### src/rtl/lms_pkg.sv
// Shared sample widths, sample types and I/Q phase encoding for the LMS front end blocks
package lms_pkg;

   // Word width on the LMS ADC/DAC pins
   localparam int LMS_SAMPLE_W = 12;

   // Core-side receive sample width
   localparam int CORE_SAMPLE_W = 14;

   // Zero LSBs appended when a pin word is left-justified to core width
   localparam int LMS_PAD_W = CORE_SAMPLE_W - LMS_SAMPLE_W;

   typedef logic [LMS_SAMPLE_W-1:0]  lms_sample_t;   // Pin word, TX sample
   typedef logic [CORE_SAMPLE_W-1:0] core_sample_t;  // Rebuilt RX sample

   // TX interleaver state and RX pairing flag
   // RX side reads PHASE_Q as "I stored, waiting for Q"
   typedef enum logic
   {
      PHASE_I = 1'b0,
      PHASE_Q = 1'b1
   } iq_phase_t;

   // Left-justify a pin word into a core sample
   function automatic core_sample_t to_core(input lms_sample_t word);
      return {word, {LMS_PAD_W{1'b0}}};
   endfunction

endpackage

### src/rtl/lms_frontend_top.sv
// Top level of the LMS front end: two receive and two transmit channels plus the SPI fan-out
`timescale 1ns/100ps

module lms_frontend_top
(
   input  logic                  lms_clk,
   input  logic                  reset_i,

   // Receive channel 1
   input  lms_pkg::lms_sample_t  rx1_data_i,
   input  logic                  rx1_iqsel_i,
   output lms_pkg::core_sample_t rx1_i_o,
   output lms_pkg::core_sample_t rx1_q_o,
   output logic                  rx1_valid_o,
   // Receive channel 2
   input  lms_pkg::lms_sample_t  rx2_data_i,
   input  logic                  rx2_iqsel_i,
   output lms_pkg::core_sample_t rx2_i_o,
   output lms_pkg::core_sample_t rx2_q_o,
   output logic                  rx2_valid_o,

   // Transmit channel 1
   input  lms_pkg::lms_sample_t  tx1_i_i,
   input  lms_pkg::lms_sample_t  tx1_q_i,
   output logic                  tx1_take_o,
   output lms_pkg::lms_sample_t  tx1_data_o,
   output logic                  tx1_iqsel_o,
   // Transmit channel 2
   input  lms_pkg::lms_sample_t  tx2_i_i,
   input  lms_pkg::lms_sample_t  tx2_q_i,
   output logic                  tx2_take_o,
   output lms_pkg::lms_sample_t  tx2_data_o,
   output logic                  tx2_iqsel_o,

   // SPI master side and slave returns
   input  logic                  spi_sclk_i,
   input  logic                  spi_mosi_i,
   input  logic                  sen_dac_i,
   input  logic                  sen_lms1_i,
   input  logic                  sen_lms2_i,
   input  logic                  miso_dac_i,
   input  logic                  miso_lms1_i,
   input  logic                  miso_lms2_i,
   // SPI slave side
   output logic                  sclk_dac_o,
   output logic                  sclk_lms1_o,
   output logic                  mosi_lms1_o,
   output logic                  sclk_lms2_o,
   output logic                  mosi_lms2_o,
   output logic                  spi_miso_o
);

   rx_iq_deinterleave rx1_u
   (
      .lms_clk    (lms_clk),
      .reset_i    (reset_i),
      .rx_data_i  (rx1_data_i),
      .rx_iqsel_i (rx1_iqsel_i),
      .rx_i_o     (rx1_i_o),
      .rx_q_o     (rx1_q_o),
      .rx_valid_o (rx1_valid_o)
   );

   rx_iq_deinterleave rx2_u
   (
      .lms_clk    (lms_clk),
      .reset_i    (reset_i),
      .rx_data_i  (rx2_data_i),
      .rx_iqsel_i (rx2_iqsel_i),
      .rx_i_o     (rx2_i_o),
      .rx_q_o     (rx2_q_o),
      .rx_valid_o (rx2_valid_o)
   );

   // Both interleavers share reset so their phases stay aligned
   tx_iq_interleave tx1_u
   (
      .lms_clk    (lms_clk),
      .reset_i    (reset_i),
      .tx_i_i     (tx1_i_i),
      .tx_q_i     (tx1_q_i),
      .tx_take_o  (tx1_take_o),
      .tx_data_o  (tx1_data_o),
      .tx_iqsel_o (tx1_iqsel_o)
   );

   tx_iq_interleave tx2_u
   (
      .lms_clk    (lms_clk),
      .reset_i    (reset_i),
      .tx_i_i     (tx2_i_i),
      .tx_q_i     (tx2_q_i),
      .tx_take_o  (tx2_take_o),
      .tx_data_o  (tx2_data_o),
      .tx_iqsel_o (tx2_iqsel_o)
   );

   lms_spi_fanout spi_u
   (
      .spi_sclk_i  (spi_sclk_i),
      .spi_mosi_i  (spi_mosi_i),
      .sen_dac_i   (sen_dac_i),
      .sen_lms1_i  (sen_lms1_i),
      .sen_lms2_i  (sen_lms2_i),
      .miso_dac_i  (miso_dac_i),
      .miso_lms1_i (miso_lms1_i),
      .miso_lms2_i (miso_lms2_i),
      .sclk_dac_o  (sclk_dac_o),
      .sclk_lms1_o (sclk_lms1_o),
      .mosi_lms1_o (mosi_lms1_o),
      .sclk_lms2_o (sclk_lms2_o),
      .mosi_lms2_o (mosi_lms2_o),
      .spi_miso_o  (spi_miso_o)
   );

endmodule

### src/rtl/lms_spi_fanout.sv
// SPI fan-out: routes one master's clock and data to the two LMS chips and the clock DAC
`timescale 1ns/100ps

module lms_spi_fanout
(
   // Master side
   input  logic spi_sclk_i,
   input  logic spi_mosi_i,
   input  logic sen_dac_i,    // Active-low enables
   input  logic sen_lms1_i,
   input  logic sen_lms2_i,
   // Slave returns
   input  logic miso_dac_i,
   input  logic miso_lms1_i,
   input  logic miso_lms2_i,
   // Slave side
   output logic sclk_dac_o,
   output logic sclk_lms1_o,
   output logic mosi_lms1_o,
   output logic sclk_lms2_o,
   output logic mosi_lms2_o,
   output logic spi_miso_o
);

   // DAC sees the raw clock, its enable alone frames the transfer
   assign sclk_dac_o = spi_sclk_i;

   // LMS lines held low while the chip is deselected
   assign sclk_lms1_o = ~sen_lms1_i & spi_sclk_i;
   assign mosi_lms1_o = ~sen_lms1_i & spi_mosi_i;
   assign sclk_lms2_o = ~sen_lms2_i & spi_sclk_i;
   assign mosi_lms2_o = ~sen_lms2_i & spi_mosi_i;

   // Only a selected slave may pull the return line high
   assign spi_miso_o = (~sen_dac_i  & miso_dac_i)
                     | (~sen_lms1_i & miso_lms1_i)
                     | (~sen_lms2_i & miso_lms2_i);

endmodule

### src/rtl/rx_iq_deinterleave.sv
// Receive channel: pairs interleaved I/Q words from an LMS ADC port into aligned core samples
`timescale 1ns/100ps

module rx_iq_deinterleave
(
   input  logic                  lms_clk,
   input  logic                  reset_i,
   input  lms_pkg::lms_sample_t  rx_data_i,
   input  logic                  rx_iqsel_i,   // High = I word, low = Q word
   output lms_pkg::core_sample_t rx_i_o,
   output lms_pkg::core_sample_t rx_q_o,
   output logic                  rx_valid_o
);

   import lms_pkg::*;

   lms_sample_t i_hold;     // Last I word seen
   iq_phase_t   pair_flag;  // PHASE_Q once an I is waiting for its Q

   // I word capture, later I words overwrite earlier ones
   always_ff @(posedge lms_clk)
   begin
      if (rx_iqsel_i)
      begin
         i_hold <= rx_data_i;
      end
   end

   // Pairing flag and output pair
   always_ff @(posedge lms_clk)
   begin
      if (reset_i)
      begin
         pair_flag  <= PHASE_I;
         rx_i_o     <= '0;
         rx_q_o     <= '0;
         rx_valid_o <= 1'b0;
      end
      else
      begin
         rx_valid_o <= 1'b0;  // Strobe lasts one cycle
         if (rx_iqsel_i)
         begin
            pair_flag <= PHASE_Q;
         end
         else if (pair_flag == PHASE_Q)
         begin
            // Q completes the pair, both halves update together
            rx_i_o     <= to_core(i_hold);
            rx_q_o     <= to_core(rx_data_i);
            rx_valid_o <= 1'b1;
            pair_flag  <= PHASE_I;
         end
         // A lone Q with the flag clear is dropped
      end
   end

endmodule

### src/rtl/tx_iq_interleave.sv
// Transmit channel that sends each core I/Q pair as two alternating words on an LMS DAC port
`timescale 1ns/100ps

module tx_iq_interleave
(
   input  logic                 lms_clk,
   input  logic                 reset_i,
   input  lms_pkg::lms_sample_t tx_i_i,
   input  lms_pkg::lms_sample_t tx_q_i,
   output logic                 tx_take_o,   // Pair sampled at the last edge
   output lms_pkg::lms_sample_t tx_data_o,
   output logic                 tx_iqsel_o   // Low = I on the pins, high = Q
);

   import lms_pkg::*;

   iq_phase_t   phase;
   lms_sample_t q_hold;  // Q half waits one cycle behind I

   // Q is captured together with I on the I phase
   always_ff @(posedge lms_clk)
   begin
      if (phase == PHASE_I)
      begin
         q_hold <= tx_q_i;
      end
   end

   // Phase machine and pin drivers
   always_ff @(posedge lms_clk)
   begin
      if (reset_i)
      begin
         phase      <= PHASE_I;
         tx_data_o  <= '0;
         tx_iqsel_o <= 1'b0;
         tx_take_o  <= 1'b0;
      end
      else
      begin
         case (phase)
            PHASE_I:
            begin
               tx_data_o  <= tx_i_i;
               tx_iqsel_o <= 1'b0;
               tx_take_o  <= 1'b1;  // Source may move to its next pair
               phase      <= PHASE_Q;
            end
            PHASE_Q:
            begin
               tx_data_o  <= q_hold;
               tx_iqsel_o <= 1'b1;
               tx_take_o  <= 1'b0;
               phase      <= PHASE_I;
            end
         endcase
      end
   end

endmodule

### config.mk
export PLATFORM = sky130hd
export DESIGN_NAME = lms_frontend_top
export DESIGN_NICKNAME = d
export VERILOG_FILES = /design/src/rtl/lms_pkg.sv /design/src/rtl/lms_frontend_top.sv /design/src/rtl/lms_spi_fanout.sv /design/src/rtl/rx_iq_deinterleave.sv /design/src/rtl/tx_iq_interleave.sv
export SDC_FILE = /design/constraint.sdc
export NUM_CORES = 1
export LEC_CHECK = 0
export BUFFER_PORTS_ARGS = -buffer_cell sky130_fd_sc_hd__buf_2
export CAP_MARGIN = 40
export CORE_ASPECT_RATIO = 0.6
export CORE_UTILIZATION = 50
export DETAILED_ROUTE_END_ITERATION = 12
export PLACE_DENSITY = 0.8
export SLEW_MARGIN = 15
export SYNTH_ARGS = -nofsm -noshare
export SYNTH_HDL_FRONTEND = slang
export SYNTH_HIERARCHICAL = 1
export SYNTH_SLANG_ARGS = --single-unit
### constraint.sdc
create_clock -name lms_clk -period 1.6 [get_ports lms_clk]
set_clock_uncertainty 0.1 [all_clocks]
set_input_delay 0.48 -clock lms_clk [delete_from_list [all_inputs] [get_ports lms_clk]]
set_output_delay 0.48 -clock lms_clk [all_outputs]
set_load 0.01 [all_outputs]
==> results.md <==
- Crit path max fanout: 3
- First-pass GRT wire length: 16990 um
- Post-layout min period: 1.546 ns
- Post-DP Area: 0.005908 sq mm
- Mean area per synthesized cell: 13.27 sq um
- Longest Clk Path Bufs: 2
- Reg clk slew, reported paths: 0.06 ns
- Filler cells: 743
- ANT nets after route: 0
- Sink Count: 128
- Final core occ: 68.02%
- Post-CTS Setup Repair Bufs: 0
- GRT busiest layer: met2
- Core Footprint: 0.009459 sq mm
- Top post-synthesis cells by area: dfxtp_1 32%, edfxtp_1 29%, nand4bb_1 11%, o21ai_2 7.0%, nand2b_1 6.1%
- Vias in the first global route: 3415
- Detailed Place HPWL: 7476 um
- Die W: 131.5 um
- Top-area cell type share of the netlist area: 31.84%
- Final period utilization: 96.60%
- Post-DR vias/cell: 4.990
- Met1 GRT Util: 26.58%
- Yosys top cell by area: dfxtp_1
- Worst-Skew Late Latency: 0.41 ns
- Post-synth top flop: dfxtp_1
- P_sw: 1824 uW
- CP most frequent cell: buf_2
- Final instance area: 0.006434 sq mm
- Setup Total Neg Slack: 0 ns
- Final WL: 10870 um
- Initial antenna violation count: 0
- Grt ovf: 0
- Final nets: 632
- CP Cell Sequence: buf_2 -> nand2b_1 -> o221ai_1 -> buf_2
- Wire length per cell: 15.73 um
- Met2 Resource Use GR: 34.18%
- Crit-path max cell delay: 0.17 ns
- PD cells: 1196 mW/mm^2
- Pre-antenna DRT Iters: 4
- RSZ-0062 raised after global routing: false
- Storage cell area: 0.003043 sq mm
- Die ar.: 0.01048 sq mm
- Distinct cells, synth: 19
- Worst hold path type: primary input to register
- Post-synth top cells: 80 x dfxtp_1, 49 x nand2b_1, 48 x edfxtp_1, 48 x nand4bb_1, 40 x o21ai_2
- EDFF count, synth: 48
- Synth Instances: 379
- TritonCTS clock tree: yes
- I/O Buffers: 167
- GR Util met3: 6.222%
- Post-CTS sizing: 0
- Critical Path RT: 1.02 ns
- Place WS: 0.07196 ns
- Syn Std Cell Area: 0.005030 sq mm
- Crit. End Element: output port
- Startpoint types: primary input
- FF+latch count, synth: 128
- Slew Viols, Final: 0
- Power consumption: 7692 uW
- CP startpoint: sen_lms1_i
- Root buffer cell: clkbuf_16
- Inserted Diodes: 0
- Total track usage: 21.38%
- Post-route DRC: 0
- Worst Slack Setup Final: 0.05436 ns
- Synthesis warning total: 6
- Row cnt: 27
- Rel. slew slack: 66.37%
- Switching Share: 23.71%
- Max Freq: 0.6470 GHz
- Dominant cell by count in the synthesized netlist: dfxtp_1
- Ports: 176
- Max_cap viols: 0
- Routability cong.: 0.7433
- Worst r2r src: tx2_u/phase
- Comb power frac: 8.7%
- Crit path DAT: 0.97 ns
- Area Growth Syn to Fin: 27.91%
- CTS Buf Count: 17
- # setup viols final: 0
- Int Power: 5868 uW
- Cts hold-fix bufs: 0
- Starting Density: 53.17%
- P_leak: 0.002789 uW
- Starting DRC count in detailed routing: 144
- Status: finished, final reports clean
- Pin count of the biggest net entering global routing: 64
- Share of layout cells above drive strength 1: 45.63%
- Die Ht: 79.69 um
- Sequential share of power: 47.5%
- FFs w/ async S/R, synth: 0%
- Worst hold start: tx2_q_i[5]
- Cell family with the largest share of critical-path delay: buffers and inverters
- Slowest cell on the critical path: buf_2
- Final hold violation count: 0
- Multi-input gate area: 0.001697 sq mm
- Routed vias: 3448
- Setup Crit Path Kind: primary input to output port
- Worst-margin pin slew: 0.5039 ns
- Share of the yosys chip area belonging to registers: 60.50%
- H-Tree Depth: 4
- Critical path buffer and inverter count: 2
- Clk pwr share: 43.9%
- Peak VDD IR: 834.6 uV
==> kinds of logic after synthesis <==
group / count (synthesis) / synth area share, %
other: 2 / 0.1493
multiplexers: 24 / 4.776
AND/OR/NAND/NOR: 135 / 20.42
flip-flops: 128 / 60.50
AO/OA/AOI/OAI: 49 / 7.935
buffers and inverters: 41 / 6.219
==> through the flow <==
stage | instances | hold WS (ns)
global route | 691 | 0.1234
global placement | 659 | 0.3502
detailed placement | 659 | 0.3545
finish | 691 | 0.1449
CTS | 691 | 0.1283
floorplan | 385 | 0.3560
==> layout make-up <==
cell class,count,share of cell area [%]
clock buffers,18,6.671
inverters,4,0.2334
clock inverters,14,1.497
flip-flops and latches,128,47.30
well taps,130,2.528
repair buffers,181,15.40
multi-input cells,216,26.37
==> layout by cell type (no fill, tap or decap) <==
| master | instances |
|---|---|
| o21ai_2 | 40 |
| and2b_4 | 2 |
| mux2i_1 | 24 |
| clkinv_4 | 4 |
| buf_2 | 167 |
| edfxtp_1 | 48 |
| nor2_1 | 28 |
| inv_1 | 4 |
| nand2b_1 | 49 |
| clkbuf_1 | 1 |
| and2b_2 | 2 |
| inv_6 | 1 |
| buf_4 | 10 |
| o221ai_1 | 1 |
| clkinvlp_4 | 3 |
| o21ai_1 | 8 |
| clkinv_2 | 6 |
| conb_1 | 8 |
| nor2b_1 | 6 |
| nand4bb_1 | 48 |
| clkbuf_16 | 17 |
| dfxtp_1 | 80 |
| buf_12 | 4 |
==> power groups by stage <==
stage / Clock [uW] / Combinational [uW] / Sequential (uW)
floorplan: 0 / 347 / 3760
global placement: 0 / 648 / 3710
detailed placement: 0 / 665 / 3720
CTS: 3440 / 669 / 3650
global route: 3590 / 715 / 3670
finish: 3380 / 666 / 3650
==> metal layers <==
metal  vias up  routed length (um)
li1       1680                   -
met1      1638                5033
met2       113                5092
met3        17                 565
met4         0                 178
met5         -                   0
==> path summary, 6_finish.rpt <==
kind                            slack, ns  cells after the start                to
worst max register to register       0.41                      1  tx2_u/q_hold[10]
worst min-delay path                 0.14                      1   tx2_u/q_hold[5]
worst max-delay path                 0.05                      4        spi_miso_o
worst min register to register       0.36                      2   rx1_u/rx_i_o[2]
No activity file was read; power rests on OpenSTA's default activity.
